[config.mk]
export PLATFORM = sky130hd
export DESIGN_NAME = dcache_cfg_regs
export DESIGN_NICKNAME = d
export VERILOG_FILES = /design/src/dcache_macros.svh /design/src/cache_pkg.sv /design/src/mem_pkg.sv /design/src/dcache_cfg_regs.sv
export SDC_FILE = /design/constraint.sdc
export NUM_CORES = 1
export LEC_CHECK = 0
export ABC_AREA = 0
export BUFFER_PORTS_ARGS = -buffer_cell sky130_fd_sc_hd__buf_4
export CAP_MARGIN = 20
export CORE_MARGIN = 3
export CORE_UTILIZATION = 50
export CTS_BUF_LIST = sky130_fd_sc_hd__clkbuf_16
export DETAILED_ROUTE_END_ITERATION = 8
export HOLD_SLACK_MARGIN = 0.1
export PLACE_DENSITY = 0.83
export RECOVER_POWER = 100
export SETUP_SLACK_MARGIN = 0.5
export SYNTH_ARGS = -nofsm -noshare
export SYNTH_HDL_FRONTEND = slang
export SYNTH_SLANG_ARGS = --single-unit
[constraint.sdc]
create_clock -name clk -period 2.6 [get_ports clk]
set_clock_uncertainty 0.15 [all_clocks]
set_input_delay 0 -clock clk [delete_from_list [all_inputs] [get_ports clk]]
set_output_delay 0 -clock clk [all_outputs]
set_load 0.1 [all_outputs]
[src/dcache_macros.svh]
`ifndef DCACHE_MACROS_SVH
`define DCACHE_MACROS_SVH

// idle cycles between an accepted address and the first read beat
// or the write response
`define MEM_LATENCY 4

// memory depth in 64-bit words, 8 KiB in all
// only address bits 12:3 select a word, higher bits alias
`define MEM_WORDS 1024

`endif

[src/cache_pkg.sv]
package cache_pkg;

	// byte address from the core
	typedef logic [31:0] addr_t;
	// one data word
	typedef logic [63:0] word_t;
	// byte enables, one bit per byte of word_t
	typedef logic [7:0] mask_t;
	// address fields: tag 31:10, index 9:6, word 5:3
	typedef logic [21:0] tag_t;
	typedef logic [3:0] index_t;
	typedef logic [2:0] word_sel_t;
	// one-hot way select over the four ways
	typedef logic [3:0] way_t;
	// statistics counters wrap at 32 bits
	typedef logic [31:0] count_t;

	typedef enum logic [2:0] {
		s_idle,
		// answer cycle, ready is high here
		s_lookup,
		s_fill,
		s_write,
		s_wresp,
		s_single
	} cache_state_t;

endpackage

[src/mem_pkg.sv]
package mem_pkg;

	// beat number inside a burst, ar_len uses it as beats minus one
	typedef logic [2:0] beat_cnt_t;
	// write response code
	typedef logic [1:0] resp_t;
	// configuration register select
	typedef logic [1:0] cfg_addr_t;

	// full line burst is eight beats
	localparam beat_cnt_t BURST_LAST = 3'd7;
	localparam resp_t RESP_OKAY = 2'b00;

	// register map of the configuration block
	localparam cfg_addr_t CFG_CTRL = 2'd0;
	localparam cfg_addr_t CFG_BOUND = 2'd1;
	localparam cfg_addr_t CFG_HITS = 2'd2;
	localparam cfg_addr_t CFG_MISSES = 2'd3;

endpackage

[src/dcache_cfg_regs.sv]
`timescale 1ns/100ps

module dcache_cfg_regs (
	input  logic                clk,
	input  logic                rst,
	input  logic                cfg_we,
	input  mem_pkg::cfg_addr_t  cfg_addr,
	input  cache_pkg::addr_t    cfg_wdata,
	input  logic                hit_evt,
	input  logic                miss_evt,
	output cache_pkg::count_t   cfg_rdata,
	output logic                enable,
	output cache_pkg::addr_t    bound,
	output logic                inval
);
	cache_pkg::count_t hit_cnt;
	cache_pkg::count_t miss_cnt;

	always_ff @(posedge clk) begin
		if (rst) begin
			enable <= 1'b1;
			// bound at top of memory, everything cacheable
			bound <= 32'h0000_2000;
			inval <= 1'b0;
			hit_cnt <= '0;
			miss_cnt <= '0;
		end else begin
			// invalidate is a self-clearing command bit
			inval <= cfg_we && (cfg_addr == mem_pkg::CFG_CTRL) && cfg_wdata[1];
			if (cfg_we && (cfg_addr == mem_pkg::CFG_CTRL)) begin
				enable <= cfg_wdata[0];
			end
			if (cfg_we && (cfg_addr == mem_pkg::CFG_BOUND)) begin
				bound <= cfg_wdata;
			end
			// any write to a counter clears it, clear beats a same-cycle event
			if (cfg_we && (cfg_addr == mem_pkg::CFG_HITS)) begin
				hit_cnt <= '0;
			end else if (hit_evt) begin
				hit_cnt <= hit_cnt + 32'd1;
			end
			if (cfg_we && (cfg_addr == mem_pkg::CFG_MISSES)) begin
				miss_cnt <= '0;
			end else if (miss_evt) begin
				miss_cnt <= miss_cnt + 32'd1;
			end
		end
	end

	// readback straight from cfg_addr
	always_comb begin
		case (cfg_addr)
			mem_pkg::CFG_CTRL: cfg_rdata = {31'b0, enable};
			mem_pkg::CFG_BOUND: cfg_rdata = bound;
			mem_pkg::CFG_HITS: cfg_rdata = hit_cnt;
			default: cfg_rdata = miss_cnt;
		endcase
	end

endmodule

==> out/qor.yml <==
run_status:
  outcome: "completed"
cells_and_area:
  multi_input_area_um2: 2865
  diodes: 0
  drive_gt1_share_pct: 27.42
  nets: 781
  regArea_um2: 2022
  nFillCells: 681
  layoutNonFillerInstCount: 873
  area_growth_pct: 38.79
sta:
  grt_setup_unrepaired: "yes"
  period_share_pct: 91.35
  tightest_slew_ns: 1.235
  fmax_mhz: 421.0
  finalSetupViolCount: 0
  slew_headroom_pct: 17.99
  finalSetupTns_ns: 0
  hold_viol: 0
  drv_slew: 0
  period_needed_ns: 2.375
grt:
  grt_usage_pct: 27.82
  antenna_found_initial: 0
  grt_pass1_wl_mm: 25.12
  grt_max_degree: 40
  grt_pass1_vias: 5190
  grt-ovfl-total: 0
worst_setup_path:
  end_kind: "register"
  worstReg2RegEnd: "hit_cnt[31]"
  reg2reg_from: "hit_cnt[10]"
  worstPathArrival_ns: 2.49
  startpoint_type: "register"
  cp-endpoint: "hit_cnt[31]"
  r2r_slack_ns: 0.22
  setup.worst_path.start: "hit_cnt[10]"
  r2r_cells: 4
  critical_path_class: "reg2reg"
  cp_data_required_time_ns: 2.71
  path_max_fanout: 8
route:
  drt_iter0_drc: 485
  dr.pass1.iters: 5
  viasPerCell: 6.470
  ant_nets: 0
  wl_mm: 18.34
  vias: 5648
  drcViolationCount: 0
  wl_per_cell_um: 21.01
logic_synthesis:
  synth_cell_types: 35
  syn_area_um2: 4845
  yosys-top-cells-area: "dfxtp_1 40%, a21oi_1 7.2%, nand2_1 6.8%"
  synth_seq_cells: 98
  synthCells: 573
  avgSynthCellArea_um2: 8.455
  yosysTopAreaCell: "dfxtp_1"
  ys_warn_count: 0
  synth_nets: 614
  yosysSeqAreaShare_pct: 40.50
  synth_top_area_share_pct: 40.50
pwr:
  power.total_mw: 3.340
  p_per_area_nw_per_um2: 496.8
  ir_drop_mv: 0.4078
  p_leak_nw: 2.410
hold_path:
  hp-class: "in2reg"
floorplanning:
  design.die.area_um2: 10910
  die_y_um: 104.4
  io_pins: 105
  start_util_pct: 51.94
  rows: 35
  core-area_um2: 9328
  die_w_um: 104.4
clock_tree:
  tritoncts: "built"
  root_buffer: "clkbuf_16"
  path_clk_slew_ns: 0.06
  cts_buffers: 9
  cts_buffer_depth: 2
  cts_max_level: 3
  clk_latency_ns: 0.35
  clkSinkCount: 98
place:
  dp.cells: 775
  place_congestion: 0.8790
  hpwlAfterDp_mm: 9.223
  portBuffers: 104
flow_run:
  max_cap_viol_count: 0
==> power breakdown <==
part	internal (mW)	total (mW)	leakage [nW]	switching, mW
Sequential	1.51	1.54	0.808	0.0254
Clock	0.734	1.32	0.135	0.588
Combinational	0.141	0.479	1.47	0.338
==> registers in the layout, indices dropped and copies added (netlist names) <==
signal    count
bound        32
enable        1
hit_cnt      32
inval         1
miss_cnt     32
==> per-stage QoR <==
step | hold WS (ns) | util (%) | worst slack (ns) | cell area (um^2)
floorplan | -0.03214 | - | 0.5147 | 4848
global placement | 0.06480 | 60.82 | 0.3080 | 5673
detailed placement | 0.07706 | 60.82 | 0.2089 | 5673
CTS | 0.1401 | 70.56 | 0.4030 | 6581
global route | 0.1807 | 72.09 | 0.1993 | 6724
finish | 0.1610 | 72.09 | 0.2249 | 6724
==> cell usage after synthesis, drive strengths merged <==
cell type / instances
and4: 7
dfxtp: 98
nand4: 19
inv: 10
nand2: 88
or4: 29
nor4: 2
nand3: 20
o21ai: 17
nand3b: 1
mux4: 1
nor3: 5
buf: 10
and2: 3
xnor2: 11
a31o: 2
o31ai: 25
and3b: 1
and3: 6
mux2i: 2
nor3b: 1
clkbuf: 29
a211o: 1
ha: 2
xor2: 11
a21oi: 70
nor2b: 2
mux2: 29
a22o: 31
or3: 14
nor2: 26
==> what timing repair did <==
action | CTS | global route
setup buffers | 11 | 22
cloned | 2 | 1
hold buffers | 47 | 0
hold endpoints to repair | 47 | 0
endpoints found under the setup margin | 33 | 43
pin swaps | 5 | 21
resized for setup | 20 | 62
==> kinds of logic (layout without fill, tap and decap cells) <==
family,after synthesis,count (layout),share of synthesized area (%)
AO/OA/AOI/OAI,146,146,19.01
XOR/XNOR,22,22,3.977
adder cells (fa/ha/maj),2,2,0.5164
buffers and inverters,49,217,4.494
AND/OR/NAND/NOR,224,227,23.89
multiplexers,32,32,7.619
flip-flops,98,98,40.50
==> cells in the final DEF, fill, tap and decap left out, types with 3 or more instances in the layout <==
cell and instances:
a21oi_1 63, a21oi_2 7, a22o_1 31, and3_1 6, and4_1 7, buf_4 72, clkbuf_1 40, clkbuf_16 9
clkbuf_2 27, dfxtp_1 74, dfxtp_2 12, dfxtp_4 12, dlygate4sd3_1 47, inv_1 10, mux2_2 29, nand2_1 88
nand3_1 17, nand3_4 3, nand4_1 19, nor2_1 26, nor3_1 5, o21ai_0 16, o31ai_1 15, o31ai_2 7
o31ai_4 3, or3_1 13, or4_1 24, or4_4 8, xnor2_1 11, xor2_1 11
==> metal layers <==
| metal | global-route usage (%) | part of all wire (%) | up-vias |
|---|---|---|---|
| li1 | - | - | 2449 |
| met1 | 32.34 | 35 | 2659 |
| met2 | 49.31 | 50 | 434 |
| met3 | 4.407 | 9.6 | 106 |
| met4 | 13.87 | 5.7 | 0 |
| met5 | 0 | 0 | - |
==> worst max-delay path, cell delays in order, from the launching register on <==
cell and delay [ns]:
dfxtp_4 0.36, nand4_1 0.25, or4_1 0.76, or4_1 0.59
a21oi_1 0.18
==> layout make-up <==
type	instances	area share (%)
well taps	129	2.400
inverters	10	0.5582
multi-input cells	429	42.61
clock inverters	6	0.8746
clock buffers	9	3.349
repair buffers	192	20.13
flip-flops and latches	98	30.07
==> how the worst min path moves through the flow <==
stage | slack (ns) | end | cells after the start | start
6_report | 0.16 | bound[16] | 5 | cfg_we
5_1_grt | 0.18 | bound[16] | 5 | cfg_we
4_1_cts | 0.14 | bound[16] | 5 | cfg_we
3_5_place_dp | 0.08 | bound[13] | 3 | cfg_wdata[13]
3_3_place_gp | 0.06 | bound[13] | 3 | cfg_wdata[13]
2_1_floorplan | -0.03 | enable | 1 | cfg_wdata[0]
Note: power is estimated with default switching activity, not from simulation.
