==> config.mk <==
export PLATFORM = sky130hd
export DESIGN_NAME = dcache_ctrl
export DESIGN_NICKNAME = d
export VERILOG_FILES = /design/src/dcache_macros.svh /design/src/cache_pkg.sv /design/src/mem_pkg.sv /design/src/dcache_ctrl.sv
export SDC_FILE = /design/constraint.sdc
export NUM_CORES = 1
export LEC_CHECK = 0
export BUFFER_PORTS_ARGS = -buffer_cell sky130_fd_sc_hd__buf_4
export CORE_AREA = 2 2 222 224
export CTS_CLUSTER_DIAMETER = 50
export CTS_CLUSTER_SIZE = 8
export DETAILED_ROUTE_END_ITERATION = 7
export DIE_AREA = 0 0 224 226
export SYNTH_ARGS = -nofsm -noshare
export SYNTH_HDL_FRONTEND = slang
export SYNTH_SLANG_ARGS = --single-unit
==> constraint.sdc <==
create_clock -name clk -period 17 [get_ports clk]
set_clock_uncertainty 0.15 [all_clocks]
set_input_delay 0.85 -clock clk [delete_from_list [all_inputs] [get_ports clk]]
set_output_delay 0.85 -clock clk [all_outputs]
set_load 0.05 [all_outputs]
==> src/dcache_macros.svh <==
`ifndef DCACHE_MACROS_SVH
`define DCACHE_MACROS_SVH

// idle cycles between an accepted address and the first read beat
// or the write response
`define MEM_LATENCY 4

// memory depth in 64-bit words, 8 KiB in all
// only address bits 12:3 select a word, higher bits alias
`define MEM_WORDS 1024

`endif

==> src/cache_pkg.sv <==
package cache_pkg;

	// byte address from the core
	typedef logic [31:0] addr_t;
	// one data word
	typedef logic [63:0] word_t;
	// byte enables, one bit per byte of word_t
	typedef logic [7:0] mask_t;
	// address fields: tag 31:10, index 9:6, word 5:3
	typedef logic [21:0] tag_t;
	typedef logic [3:0] index_t;
	typedef logic [2:0] word_sel_t;
	// one-hot way select over the four ways
	typedef logic [3:0] way_t;
	// statistics counters wrap at 32 bits
	typedef logic [31:0] count_t;

	typedef enum logic [2:0] {
		s_idle,
		// answer cycle, ready is high here
		s_lookup,
		s_fill,
		s_write,
		s_wresp,
		s_single
	} cache_state_t;

endpackage

==> src/mem_pkg.sv <==
package mem_pkg;

	// beat number inside a burst, ar_len uses it as beats minus one
	typedef logic [2:0] beat_cnt_t;
	// write response code
	typedef logic [1:0] resp_t;
	// configuration register select
	typedef logic [1:0] cfg_addr_t;

	// full line burst is eight beats
	localparam beat_cnt_t BURST_LAST = 3'd7;
	localparam resp_t RESP_OKAY = 2'b00;

	// register map of the configuration block
	localparam cfg_addr_t CFG_CTRL = 2'd0;
	localparam cfg_addr_t CFG_BOUND = 2'd1;
	localparam cfg_addr_t CFG_HITS = 2'd2;
	localparam cfg_addr_t CFG_MISSES = 2'd3;

endpackage

==> src/dcache_ctrl.sv <==
`timescale 1ns/100ps

module dcache_ctrl (
	input  logic                  clk,
	input  logic                  rst,
	input  logic                  valid,
	input  logic                  wren,
	input  cache_pkg::addr_t      addr,
	input  cache_pkg::word_t      din,
	input  cache_pkg::mask_t      mask,
	output logic                  ready,
	output cache_pkg::word_t      dout,
	input  logic                  enable,
	input  cache_pkg::addr_t      bound,
	output logic                  hit_evt,
	output logic                  miss_evt,
	input  cache_pkg::way_t       hit_way,
	input  cache_pkg::way_t       victim_way,
	output logic                  fill_en,
	output cache_pkg::way_t       we_way,
	output cache_pkg::way_t       rd_way,
	output cache_pkg::word_sel_t  word_sel,
	output cache_pkg::word_t      wdata_arr,
	output cache_pkg::mask_t      wmask_arr,
	input  cache_pkg::word_t      rdata_arr,
	output logic                  ar_valid,
	output cache_pkg::addr_t      ar_addr,
	output mem_pkg::beat_cnt_t    ar_len,
	input  logic                  ar_ready,
	input  logic                  r_valid,
	input  cache_pkg::word_t      r_data,
	input  logic                  r_last,
	output logic                  aw_valid,
	output cache_pkg::addr_t      aw_addr,
	output cache_pkg::word_t      w_data,
	output cache_pkg::mask_t      w_strb,
	input  logic                  aw_ready,
	input  logic                  b_valid,
	input  mem_pkg::resp_t        b_resp
);
	cache_pkg::cache_state_t state;
	mem_pkg::beat_cnt_t beat_cnt;
	cache_pkg::word_t resp_q;
	cache_pkg::word_sel_t req_word;
	logic from_arr;
	logic cached;
	logic hit;
	logic in_idle;
	logic in_fill;

	assign req_word = addr[5:3];
	// cacheable only when enabled and below the bound
	// everything else is a single beat to memory
	assign cached = enable && (addr < bound);
	assign hit = |hit_way;
	assign in_idle = (state == cache_pkg::s_idle);
	assign in_fill = (state == cache_pkg::s_fill);

	// each request is sampled once in idle so a cached read gives one event
	assign hit_evt = in_idle && valid && !wren && cached && hit;
	assign miss_evt = in_idle && valid && !wren && cached && !hit;
	// tag written with the last beat
	assign fill_en = in_fill && r_valid && r_last;

	// fill beats go to the victim way
	// a write-through updates the word only if it is resident
	always_comb begin
		we_way = '0;
		if (in_fill && r_valid) begin
			we_way = victim_way;
		end else if (in_idle && valid && wren && cached) begin
			we_way = hit_way;
		end
	end
	assign rd_way = hit_way;
	assign word_sel = in_fill ? beat_cnt : req_word;
	assign wdata_arr = in_fill ? r_data : din;
	assign wmask_arr = in_fill ? 8'hff : mask;

	// a hit answers from the array and every other path from resp_q
	assign dout = from_arr ? rdata_arr : resp_q;

	always_ff @(posedge clk) begin
		if (rst) begin
			state <= cache_pkg::s_idle;
			ready <= 1'b0;
			ar_valid <= 1'b0;
			aw_valid <= 1'b0;
			from_arr <= 1'b0;
			beat_cnt <= '0;
		end else begin
			ready <= 1'b0;
			case (state)
				cache_pkg::s_idle: begin
					from_arr <= 1'b0;
					beat_cnt <= '0;
					if (valid) begin
						if (wren) begin
							aw_valid <= 1'b1;
							state <= cache_pkg::s_write;
						end else if (!cached) begin
							ar_valid <= 1'b1;
							state <= cache_pkg::s_single;
						end else if (hit) begin
							ready <= 1'b1;
							from_arr <= 1'b1;
							state <= cache_pkg::s_lookup;
						end else begin
							ar_valid <= 1'b1;
							state <= cache_pkg::s_fill;
						end
					end
				end
				// ready is up here and valid drops or changes after it
				cache_pkg::s_lookup: state <= cache_pkg::s_idle;
				cache_pkg::s_fill, cache_pkg::s_single: begin
					if (ar_ready) begin
						ar_valid <= 1'b0;
					end
					if (r_valid) begin
						beat_cnt <= beat_cnt + 3'd1;
					end
					if (r_valid && r_last) begin
						ready <= 1'b1;
						state <= cache_pkg::s_lookup;
					end
				end
				cache_pkg::s_write: begin
					if (aw_ready) begin
						aw_valid <= 1'b0;
						state <= cache_pkg::s_wresp;
					end
				end
				cache_pkg::s_wresp: begin
					if (b_valid) begin
						ready <= 1'b1;
						state <= cache_pkg::s_lookup;
					end
				end
				default: state <= cache_pkg::s_idle;
			endcase
		end
	end

	// channel payload loaded with the request
	always_ff @(posedge clk) begin
		if (in_idle && valid) begin
			// line-aligned burst for a fill and a single word otherwise
			ar_addr <= cached ? {addr[31:6], 6'b0} : {addr[31:3], 3'b0};
			ar_len <= cached ? mem_pkg::BURST_LAST : 3'd0;
			aw_addr <= addr;
			w_data <= din;
			w_strb <= mask;
		end
		// pick the requested word as the burst streams past
		if (r_valid && ((state == cache_pkg::s_single) || (beat_cnt == req_word))) begin
			resp_q <= r_data;
		end
	end

	a_ready_valid: assert property (@(posedge clk) disable iff (rst) ready |-> valid);
	a_one_channel: assert property (@(posedge clk) disable iff (rst) !(ar_valid && aw_valid));

endmodule

==> summary.md <==
| Metric | Value |
|---|---|
| Drt total wl | 34.8 mm |
| Std cell rows | 81 |
| Initial core utilization | 17.7% |
| Largest net degree at the start of global routing | just under 60 |
| Top delay family on crit path | compound AO/OA/AOI/OAI gates |
| Final setup fails | 0 |
| Fill count | 5,037 |
| Yosys warns | 0 |
| Drt drc | 0 |
| Buf/Inv on CP | 2 |
| DR vias/cell | 3.98 |
| Cells after Synth | 567 |
| Initial antenna violation count | 3 |
| TritonCTS clock tree | done |
| Pleak | between 5 and 6 nW |
| Peak supply drop | 52.7 uV |
| Clock power share | 30.3% |
| Die area | 50,600 um^2 |
| Sequential area share after synthesis | a little over three fifths |
| ANT cells | 0 |
| Most frequent cell on the critical path | buf_4 |
| Unrepaired setup endpoints after global routing | no |
| PD cells | 102 nW/um^2 |
| Cell taking the most area after synthesis | edfxtp_1 |
| Most frequent cells after synthesis | edfxtp_1, mux2_2, buf_4, inv_1, ha_1 |
| CP Capture Type | output pin |
| Slew Viols, Final | 0 |
| H-tree depth | 4 |
| Final Hold Fails | 0 |
| Crit path required time | 16,000 ps |
| Num CTS Buffers | 17 |
| Synth Cell Area | 8530 um^2 |
| # clock sinks | around 180 |
| Synth Register Bits | 182 |
| IO Port Bufs | 570 |
| Worst Setup Path Type | in -> out |
| Crit-path max cell delay | about 400 ps |
| Worst Hold Class | reg -> reg |
| Synth top area cells | edfxtp_1, mux2_2, ha_1 |
| Initial DRC count | 281 |
| Crit Path Max Fanout | 14 |
| Vias in the first global route | 6,863 |
| Post-synth EDFFs | roughly 170 |
| WP data arrival | between 3000 and 4000 ps |
| Status | completed |
| Bufs on Longest Clock Path | 2 |
| Sw Ratio | ~36% |
| Ys flop type | edfxtp_1 |
| CTS Hold Bufs | 0 |
| Root Driver | clkbuf_16 |
| Library cells used by synthesis | around 50 |
| Sequential share of power | slightly below 40% |
| Final GP Congestion | 0.837 |
| Slowest cell on the critical path | nor2_4 |
| Grt ovf | 0 |
| Cells along the critical path | buf_4, ha_1, a21o_1, a211oi_1, o311a_1, o211ai_1, nor2_4, and3_1, buf_4 |
| Relative slew slack | 46.7% |
| Chip height | about 230 um |
| Die width | 224 um |
| Min Tclk post-route | 4040 ps |
| Final HPWL DP | 28.3 mm |
| Final Power | 1.42 mW |
| Layout area overhead | 63.0% |
| Insertion delay to the later sink of the worst-skew pair | approximately 470 ps |
| Layout cells sized above 1 | 67.0% |
| Post-route antenna net violation count | 0 |
| Synth top area share | 60.5% |
| Comb power frac | a little under a third |
| Core Region | 48,300 um^2 |
| Final period util | between 20% and 30% |
| Switch Pwr | between 0.5 and 0.6 mW |
| P_int | 0.910 mW |
| Total of max-cap violations | 0 |
| Fmax | 0.247 GHz |
| Synthesized area per cell | 15.0 um^2 |
| Fin Setup TNS | 0 ps |
| Via count | just under 7,000 |
| Crit start category | input pin |
| Post-CTS Setup Repair Bufs | 0 |
| Drt wl/cell | 20.0 um |
| Ys async rst share | 0% |
| Fin nets | 1,423 |
| I/O pins | ~580 |
| DR pass1 iterations | 5 |
| First-pass GRT wire length | 46.6 mm |
| Clk slew on worst S/H paths | ~70 ps |
| GRT Util Overall | 13.1% |
| Count leader, synth | edfxtp_1 |
| Post_cts resized | 0 |
| Worst Max-Slew Pin Slew | 792 ps |
## tightest hold or removal path, stage by stage (launching register included)
cell	delay, ps
dfxtp_1	320
nor2_1	110
nor3_1	60
## cells in the final DEF, fill, tap and decap left out, drive strengths merged, types with 2 or more instances in the layout
master	synthesis	final
a211oi	2	2
a21o	5	5
a21oi	19	19
a31o	2	2
a32o	4	4
and2	2	2
and3	5	5
buf	44	574
bufinv	0	3
clkbuf	11	17
clkinv	0	2
conb	1	3
dfxtp	10	10
edfxtp	172	172
ha	32	32
inv	35	44
mux2	131	131
nand2	10	10
nand2b	8	8
nand3	4	4
nand4	5	5
nor2	16	16
nor2b	5	5
nor3	3	3
nor4	2	2
o21ai	9	9
o22ai	2	2
or2	9	9
xnor2	3	3
## flip-flops by register name (all words and copies together) (netlist names)
signal,flops
ar_addr,3
ar_len,1
ar_valid,1
aw_addr,32
aw_valid,1
beat_cnt,3
from_arr,1
ready,1
resp_q,64
state,3
w_data,64
w_strb,8
## through the flow
step	std cells	setup WS, ps	utilization [%]	hold WS (ps)	instance area [um^2]
2_1_floorplan	569	10490	-	377	8540
3_3_place_gp	1710	12950	27.5	354	13300
3_5_place_dp	1710	12940	27.5	370	13300
4_1_cts	1742	12940	28.8	342	13900
5_1_grt	1742	12890	28.8	363	13900
6_report	1742	12960	28.8	377	13900
## power by group through the flow
stage | Sequential (mW) | Clock, mW | Combinational [mW]
finish | 0.544 | 0.429 | 0.442
global route | 0.548 | 0.459 | 0.460
CTS | 0.545 | 0.446 | 0.447
detailed placement | 0.554 | 0 | 0.446
global placement | 0.553 | 0 | 0.445
floorplan | 0.638 | 0 | 0.196
## final cells by class
class                           count  area [um^2]  share of cell area [%]
Clock inverter                     15          186                    1.34
Clock buffer                       17          425                    3.06
Multi-Input combinational cell    297         2700                    19.4
Inverter                           35          136                   0.981
Sequential cell                   182         5370                    38.6
Tap cell                          622          778                    5.60
Timing Repair Buffer              574         4310                    31.0
## logic make-up after synthesis
| family | synth area share (%) |
|---|---|
| AOI/OAI and AO/OA | 4.24 |
| xor gates and xnor gates | 0.411 |
| adders and majority gates | 4.69 |
| buffers and inverters | 5.70 |
| DFF | 62.9 |
| muxes | 17.4 |
| other | 0.0439 |
| and+or+nand+nor | 4.63 |
## worst paths after layout
| kind | start | to | slack [ps] | cells after the start |
|---|---|---|---|---|
| max | addr[17] | miss_evt | 12960 | 9 |
| min | aw_valid$_SDFFE_PP0P_ | aw_valid$_SDFFE_PP0P_ | 380 | 2 |
| max reg2reg | state[0]$_SDFFE_PP0P_ | w_data[35]$_DFFE_PP_ | 14000 | 5 |
| min reg2reg | aw_valid$_SDFFE_PP0P_ | aw_valid$_SDFFE_PP0P_ | 380 | 2 |
## metal layers
metal / share of wire (%) / wire length, um / track usage, %
met5: 0.035 / 12 / 0
met4: 2.7 / 926 / 5.59
met3: 8.1 / 2810 / 4.07
met2: 51 / 17800 / 23.4
met1: 38 / 13200 / 14.4
Power figures use the tool's default switching activity.
