File: src/dcache_macros.svh
`ifndef DCACHE_MACROS_SVH
`define DCACHE_MACROS_SVH

// idle cycles between an accepted address and the first read beat
// or the write response
`define MEM_LATENCY 4

// memory depth in 64-bit words, 8 KiB in all
// only address bits 12:3 select a word, higher bits alias
`define MEM_WORDS 1024

`endif

File: src/cache_pkg.sv
package cache_pkg;

	// byte address from the core
	typedef logic [31:0] addr_t;
	// one data word
	typedef logic [63:0] word_t;
	// byte enables, one bit per byte of word_t
	typedef logic [7:0] mask_t;
	// address fields: tag 31:10, index 9:6, word 5:3
	typedef logic [21:0] tag_t;
	typedef logic [3:0] index_t;
	typedef logic [2:0] word_sel_t;
	// one-hot way select over the four ways
	typedef logic [3:0] way_t;
	// statistics counters wrap at 32 bits
	typedef logic [31:0] count_t;

	typedef enum logic [2:0] {
		s_idle,
		// answer cycle, ready is high here
		s_lookup,
		s_fill,
		s_write,
		s_wresp,
		s_single
	} cache_state_t;

endpackage

File: src/dcache_tag_array.sv
`timescale 1ns/100ps

module dcache_tag_array (
	input  logic              clk,
	input  logic              rst,
	input  logic              inval,
	input  cache_pkg::addr_t  lookup_addr,
	input  logic              fill_en,
	output cache_pkg::way_t   hit_way,
	output cache_pkg::way_t   victim_way
);
	cache_pkg::tag_t tags [4][16];
	logic [15:0] valid_bits [4];
	// round-robin fill pointer, one per set
	logic [1:0] fill_ptr [16];
	cache_pkg::tag_t lk_tag;
	cache_pkg::index_t lk_index;

	assign lk_tag = lookup_addr[31:10];
	assign lk_index = lookup_addr[9:6];

	// compare all four ways of the set at once
	always_comb begin
		for (int w = 0; w < 4; w++) begin
			hit_way[w] = valid_bits[w][lk_index] && (tags[w][lk_index] == lk_tag);
		end
	end

	// pointer as one-hot, steady until the fill completes
	assign victim_way = cache_pkg::way_t'(4'b0001 << fill_ptr[lk_index]);

	always_ff @(posedge clk) begin
		for (int w = 0; w < 4; w++) begin
			if (fill_en && victim_way[w]) begin
				tags[w][lk_index] <= lk_tag;
			end
		end
	end

	always_ff @(posedge clk) begin
		if (rst) begin
			for (int w = 0; w < 4; w++) begin
				valid_bits[w] <= '0;
			end
			for (int s = 0; s < 16; s++) begin
				fill_ptr[s] <= 2'd0;
			end
		end else begin
			// invalidate all wins over a fill on the same edge
			for (int w = 0; w < 4; w++) begin
				if (inval) begin
					valid_bits[w] <= '0;
				end else if (fill_en && victim_way[w]) begin
					valid_bits[w][lk_index] <= 1'b1;
				end
			end
			if (fill_en) begin
				fill_ptr[lk_index] <= fill_ptr[lk_index] + 2'd1;
			end
		end
	end

	// a tag is filled only into a way that missed, so two ways never match
	a_hit_onehot: assert property (@(posedge clk) disable iff (rst) $onehot0(hit_way));

endmodule

File: config.mk
export PLATFORM = sky130hd
export DESIGN_NAME = dcache_tag_array
export DESIGN_NICKNAME = d
export VERILOG_FILES = /design/src/dcache_macros.svh /design/src/cache_pkg.sv /design/src/dcache_tag_array.sv
export SDC_FILE = /design/constraint.sdc
export NUM_CORES = 1
export LEC_CHECK = 0
export BUFFER_PORTS_ARGS = -buffer_cell sky130_fd_sc_hd__buf_4
export CORE_MARGIN = 5
export CORE_UTILIZATION = 45
export DETAILED_ROUTE_END_ITERATION = 10
export GPL_TIMING_DRIVEN = 0
export PLACE_DENSITY = 0.62
export SYNTH_ARGS = -nofsm -noshare
export SYNTH_HDL_FRONTEND = slang
export SYNTH_SLANG_ARGS = --single-unit
File: constraint.sdc
create_clock -name clk -period 8.84 [get_ports clk]
set_input_delay 0.884 -clock clk [delete_from_list [all_inputs] [get_ports clk]]
set_output_delay 0.884 -clock clk [all_outputs]
set_load 0.02 [all_outputs]
==> results of run 1 <==
==> flip-flops by register name, summed over array words and instances, names as in the netlist <==
signal      flops
tags         1408
valid_bits     64
fill_ptr       32
==> area by class of cell <==
class,instances,area (sq um),area share
Buffer,194,1200,0.0175
Sequential cell,1504,45200,0.658
Clock inverter,77,552,0.00804
Multi-Input combinational cell,1214,14400,0.210
Antenna cell,5,12.5,0.000182
Inverter,22,82.6,0.00120
Tap cell,1768,2210,0.0322
Clock buffer,196,4180,0.0610
Timing Repair Buffer,56,791,0.0115
==> through the flow <==
stage               setup TNS (ns)  hold WS [ns]   util  total power, W  instance area [sq um]
floorplan                        0         0.983      -         0.00861                  60400
global placement           -200.93          1.39  0.471         0.00912                  62800
detailed placement               0          1.40  0.478         0.00917                  63900
CTS                              0         0.579  0.514          0.0153                  68600
global route                     0         0.647  0.514          0.0156                  68600
finish                           0         0.619  0.514          0.0153                  68600
==> power by group <==
part / switching, W / internal (W) / leakage, nW / total [W]
clock network: 0.00271 / 0.00351 / 2.32 / 0.00622
logic: 0.000796 / 0.000332 / 5.29 / 0.00113
registers: 0.0000133 / 0.00791 / 13.7 / 0.00792
total: 0.00352 / 0.0117 / 21.3 / 0.0153
==> cells in the final DEF (no fill, tap or decap), drive strengths merged, types with 6 or more instances in the layout <==
master,instances
nand3,15
clkinv,69
o21ai,102
a221oi,20
nand2,71
xnor2,76
mux2i,109
a31oi,11
o221ai,7
a2111oi,7
nor2,179
a22oi,27
a22o,9
a211oi,7
xor2,10
a21oi,26
a31o,17
o22ai,20
nor3,36
clkbuf,275
nand4,6
nor4,10
inv,20
edfxtp,1504
nor2b,6
bufinv,6
mux4,377
buf,171
==> kinds of logic after synthesis <==
family,Yosys count
xor gates and xnor gates,86
muxes,491
AOI/OAI and AO/OA,290
adders and majority gates,4
DFF,1504
buffers and inverters,216
and+or+nand+nor,343
==> worst max-delay path, delay by kind of cell <==
family          cells  cell delay [ns]
compound gates      3             2.24
buf+inv             6             2.37
simple gates        1             0.80
==> final timing paths <==
path,startpoint,end,slack [ns],cells after the start
setup / recovery,lookup_addr[6],hit_way[0],1.61,10
hold / removal,inval,valid_bits[0][0]$_SDFFCE_PN0P_,0.62,4
setup reg to reg,fill_ptr[7][0]$_SDFFCE_PN0P_,tags[1][131]$_DFFE_PP_,4.65,8
hold reg to reg,fill_ptr[7][1]$_SDFFCE_PN0P_,valid_bits[0][0]$_SDFFCE_PN0P_,1.46,6
==> metal layers <==
layer / share of wire / track usage / up-vias
met1: 0.36 / 0.388 / 17900
met4: 0.060 / 0.145 / 2
met3: 0.13 / 0.0909 / 522
li1: - / - / 12600
met5: 0.00052 / 0.00549 / -
met2: 0.45 / 0.434 / 2716
==> cells in the mapped netlist, types with 4 or more instances <==
master / n / area [sq um]
xor2_1: 10 / 87.6
ha_1: 4 / 50.1
buf_8: 4 / 60.1
and3_1: 4 / 25.0
clkbuf_1: 79 / 297
mux2_2: 5 / 56.3
nor4_1: 7 / 43.8
buf_6: 24 / 270
a2111oi_0: 4 / 35.0
o221ai_1: 7 / 61.3
a211oi_1: 6 / 45.0
buf_1: 8 / 30.0
nand2_1: 71 / 267
a221oi_1: 15 / 131
a31oi_1: 11 / 68.8
a22oi_1: 27 / 203
nand3_1: 15 / 75.1
o22ai_1: 20 / 125
nand4_1: 6 / 37.5
o2111ai_1: 5 / 43.8
nor2_1: 177 / 664
nor2b_1: 6 / 37.5
inv_1: 13 / 48.8
a21oi_1: 26 / 130
o21ai_0: 100 / 500
a31o_2: 17 / 149
xnor2_1: 76 / 666
and2_1: 4 / 25.0
a221oi_2: 5 / 75.1
mux4_2: 376 / 8470
o211ai_1: 5 / 37.5
mux2i_1: 109 / 1090
buf_4: 40 / 300
a222oi_1: 4 / 40.0
a22o_1: 9 / 78.8
nor3_1: 36 / 180
edfxtp_1: 1504 / 45200
buf_2: 36 / 180
clkinv_1: 6 / 22.5
==> results.py, run 1 <==
metrics = {
    "outcome": {
        "outcome": "complete, but fails checks",
        "violations": "capacitance limit, slew limit",
    },
    "floorplan": {
        "die_x_um": 376,
        "initial_core_util": 0.452,
        "core-area_sq_um": 133000,
        "die_h_um": 376,
        "io_pins": 44,
        "rows": 134,
        "dieArea_sq_um": 142000,
    },
    "routing": {
        "vias": 33700,
        "via_per_inst": 6.70,
        "ant_nets": 0,
        "wl_per_cell_um": 41.2,
        "drc": 0,
        "dr.pass1.iters": 7,
        "routed_wl_mm": 207,
        "dr.first_iter.drc_count": 6098,
    },
    "worst_setup_path": {
        "crit_required_ns": 7.96,
        "timing_worst_setup_path_type": "in2out",
        "end_kind": "output pin",
        "critPathMostFrequentCell": "buf_6",
        "cp_cell_sequence": "buf_6 -> buf_6 -> inv_2 -> buf_2 -> clkbuf_1 -> o21ai_0 -> a2111oi_0 -> a2bb2oi_1 -> nor4_2 -> buf_4",
        "max_stage_delay_ns": 1.23,
        "slowest_stage": "a2111oi_0",
        "cp_max_fo": 10,
        "start_kind": "input pin",
        "crit_arrival_ns": 6.35,
    },
    "global_routing": {
        "antenna_found_initial": 12,
        "grt_pass1_wl_mm": 277,
        "track_usage": 0.291,
        "grt_overflow_total": 0,
        "grt_pass1_vias": 32400,
        "grt_max_degree": 71,
    },
    "placed_design": {
        "place.gp.congestion": 0.959,
        "port-buffer-count": 33,
        "dp.cells": 4758,
        "place_hpwl_mm": 129,
        "post-place-ws_ns": 1.29,
    },
    "cells_and_area": {
        "n_fill_cell": 10600,
        "nets": 3186,
        "finalNonFillerCells": 5036,
        "area_delta_synth_final_pct": 13.6,
        "drive_gt1_frac": 0.261,
    },
    "synth": {
        "synth_top_family_by_area": "multiplexers",
        "syn_inst": 2934,
        "synth-simple-area-share": 0.0248,
        "synth_edf_count": 1504,
        "async_flop_share": 0,
        "synth.net_count": 2974,
        "yosys.area_share.adder": 0.000829,
        "ys_types": 71,
        "synth_compound_area_frac": 0.0332,
        "ys.flop_type": "edfxtp_1",
        "syn_area_per_cell_sq_um": 20.6,
        "synth.yosys.warnings": 0,
        "ys_seq_area_frac": 0.748,
        "ys_seq_elements": 1504,
        "netlist_area_sq_um": 60400,
        "synth_mux_area_frac": 0.160,
        "synth-xor-area-share": 0.0125,
    },
    "power_and_ir_drop": {
        "powerDensity_nw_per_um2": 223,
        "leakagePower_nw": 21.3,
        "ir_drop_mv": 0.201,
    },
    "hold_path": {
        "hold_path_class": "in2reg",
    },
    "timing": {
        "fin_crit_ns": 7.23,
        "clock_skew_ns": 0.0368,
        "hold_viol": 0,
        "clock.fmax_mhz": 138,
        "fin_ws_ns": 1.61,
        "slew_headroom": -0.0682,
        "min_period_over_period": 0.818,
        "setup_viol": 0,
        "tightest_slew_ns": 1.60,
        "rsz0062_at_grt": "false",
        "drv_slew": 11,
    },
    "cts": {
        "clk_latency_ns": 0.80,
        "cts_setup_buffers": 0,
        "cts_made_buffers": 154,
        "cts.sinks": 1504,
        "clockBufferDepth": 3,
        "holdBufCountCts": 0,
        "h-tree-depth": 4,
        "cts-root-buf": "clkbuf_16",
        "cts_resized": 0,
        "path_clk_slew_ns": 0.06,
        "cts_tree": "done",
    },
    "flow_run": {
        "max_cap_viol_count": 3,
    },
}
Note: power is estimated with default switching activity, not from simulation.
==> inputs of run 2 (changes only) <==
PLACE_DENSITY = 0.64   (was 0.62)
clock period = 5.79 ns   (was 8.84 ns; I/O delays follow)
==> run 2 against run 1 <==
Net effect:
- total power up 54%
- global-route usage down 0.098 points
- count of clock-buffer cells in the layout down 12
- final cell count up 0.16%
- clock skew down 0.012 ns
- largest cell class unchanged
- via count up 0.28%
- final area up 0.25%
- core utilization up 0.13 points
- non-clock buffer count unchanged
- worst hold slack worse by 0.26 ns
- the run ends with capacitance limit, slew limit, setup timing left
- sequential share of layout area down 0.16 points
- largest power group unchanged
- routed wire length down 0.76%
==> results.py, run 2 (synthesized netlist as in run 1, its figures left out) <==
metrics = {
    "cells_and_area": {
        "n_fill_cell": 10500,
        "final_common_cell": "edfxtp_1",
        "fin_util": 0.515,
        "final_cell_mix": "1504 x edfxtp_1, 376 x mux4_2, 158 x clkbuf_16",
        "seqCellArea_sq_um": 45200,
        "largest_register_ffs": 1408,
        "multi_input_area_sq_um": 14400,
        "nets": 3190,
        "area_delta_synth_final_pct": 13.9,
        "top_regs": "tags x1408, valid_bits x64, fill_ptr x32",
        "regMostFlops": "tags",
        "drive_gt1_frac": 0.269,
    },
    "floorplan": {
        "io_pins": 44,
        "core-area_sq_um": 133000,
        "initial_core_util": 0.452,
        "die_h_um": 376,
        "dieArea_sq_um": 142000,
        "die_x_um": 376,
        "rows": 134,
    },
    "timing": {
        "rsz0062_at_grt": "false",
        "drv_slew": 24,
        "clock_skew_ns": 0.0249,
        "setup_viol": 267,
        "hold_viol": 0,
        "clock.fmax_mhz": 167,
        "tightest_slew_ns": 1.56,
        "slew_headroom": -0.0411,
        "fin_crit_ns": 5.98,
        "min_period_over_period": 1.03,
        "fin_ws_ns": -0.186,
    },
    "cts": {
        "cts_setup_buffers": 0,
        "holdBufCountCts": 0,
        "cts_tree": "done",
        "clk_latency_ns": 0.79,
        "cts_made_buffers": 154,
        "cts-root-buf": "clkbuf_16",
        "cts.sinks": 1504,
        "h-tree-depth": 4,
        "clockBufferDepth": 3,
        "path_clk_slew_ns": 0.06,
    },
    "global_routing": {
        "grt_pass1_wl_mm": 278,
        "grt_overflow_total": 0,
        "grt_pass1_vias": 32600,
        "track_usage": 0.290,
        "antenna_found_initial": 9,
        "grt_max_degree": 71,
    },
    "worst_setup_path": {
        "cp_max_fo": 22,
        "crit_required_ns": 6.19,
        "crit_arrival_ns": 6.37,
        "critPathMostFrequentCell": "clkbuf_1",
        "cp_num_buf_inv": 7,
        "timing_worst_setup_path_type": "in2reg",
        "slowest_stage": "clkbuf_1",
        "end_kind": "register",
        "cp_cell_sequence": "buf_4 -> clkbuf_1 -> buf_2 -> clkbuf_1 -> mux4_2 -> inv_1 -> ha_1 -> nand2_1 -> clkbuf_1 -> clkbuf_1 -> nor2_4",
        "start_kind": "input pin",
        "crit_family": "buffers and inverters",
        "max_stage_delay_ns": 1.08,
    },
    "routing": {
        "ant_nets": 0,
        "via_per_inst": 6.71,
        "drc": 0,
        "vias": 33800,
        "routed_wl_mm": 206,
        "wl_per_cell_um": 40.8,
        "dr.first_iter.drc_count": 5814,
        "dr.pass1.iters": 7,
    },
    "power_and_ir_drop": {
        "p_clk_frac": 0.413,
        "powerDensity_nw_per_um2": 342,
        "p_total_w": 0.0235,
        "p_int_w": 0.0181,
        "pwr-share-comb": 0.073,
        "leakagePower_nw": 21.4,
        "ir_drop_mv": 0.327,
        "pwr-share-seq": 0.514,
        "switching_power_w": 0.00542,
        "switching_share": 0.230,
    },
    "hold_path": {
        "hold_path_class": "in2reg",
    },
    "outcome": {
        "violations": "capacitance limit, slew limit, setup timing",
        "outcome": "complete, but fails checks",
    },
    "placed_design": {
        "port-buffer-count": 33,
        "place_hpwl_mm": 128,
        "place.gp.congestion": 0.969,
    },
    "flow_run": {
        "max_cap_viol_count": 2,
    },
}
==> run 2: final cells by class <==
class,count,area share
Antenna cell,3,0.000109
Buffer,190,0.0175
Clock buffer,184,0.0589
Clock inverter,95,0.0119
Inverter,22,0.00122
Multi-Input combinational cell,1218,0.210
Sequential cell,1504,0.657
Tap cell,1768,0.0322
Timing Repair Buffer,60,0.0115
==> run 2: stage by stage <==
stage	area, sq um	TNS, ns	hold WS, ns	worst slack (ns)	instances
after floorplan	60400	0	0.678	1.14	2934
after global placement	62800	-4015.19	1.15	-3.30	4735
after detailed placement	63800	-1478.11	1.15	-1.32	4760
after CTS	68700	0	0.320	0.0754	5040
after global routing	68800	0	0.372	0.0193	5041
final	68800	-20.55	0.358	-0.186	5044
==> run 2: timing repair <==
action | in CTS | in global routing
resized for setup | 7 | 3
gates cloned | 4 | 0
pin swaps | 5 | 1
setup endpoints to repair | 1243 | 24
==> run 2: final timing paths <==
check	start	endpoint	slack [ns]	cells past startpoint
max	lookup_addr[8]	tags[1][15]$_DFFE_PP_	-0.19	11
max reg2reg	fill_ptr[15][0]$_SDFFCE_PN0P_	tags[2][210]$_DFFE_PP_	1.68	7
min reg2reg	fill_ptr[7][0]$_SDFFCE_PN0P_	fill_ptr[12][0]$_SDFFCE_PN0P_	1.35	5
min	inval	valid_bits[0][0]$_SDFFCE_PN0P_	0.36	4
==> run 2: power by group through the flow <==
stage / logic (W) / registers [W] / clock network, W
final: 0.00172 / 0.0121 / 0.00972
after global routing: 0.00173 / 0.0121 / 0.0102
after CTS: 0.00166 / 0.0121 / 0.00977
after detailed placement: 0.00166 / 0.0123 / 0
after global placement: 0.00159 / 0.0123 / 0
after floorplan: 0.000828 / 0.0123 / 0
==> run 2: worst register-to-register path, stage by stage (launching register included) <==
cell,delay (ns)
edfxtp_1,0.38
mux4_2,0.52
mux4_2,0.52
inv_1,0.12
ha_1,0.30
nand2_1,0.27
clkbuf_1,0.58
nor2_4,1.00
==> run 2: per-layer routing <==
layer | track usage | vias up | part of all wire
li1 | - | 12600 | -
met1 | 0.386 | 17800 | 0.36
met2 | 0.425 | 2788 | 0.44
met3 | 0.0912 | 619 | 0.13
met4 | 0.162 | 6 | 0.069
met5 | 0.00515 | - | 0.00066
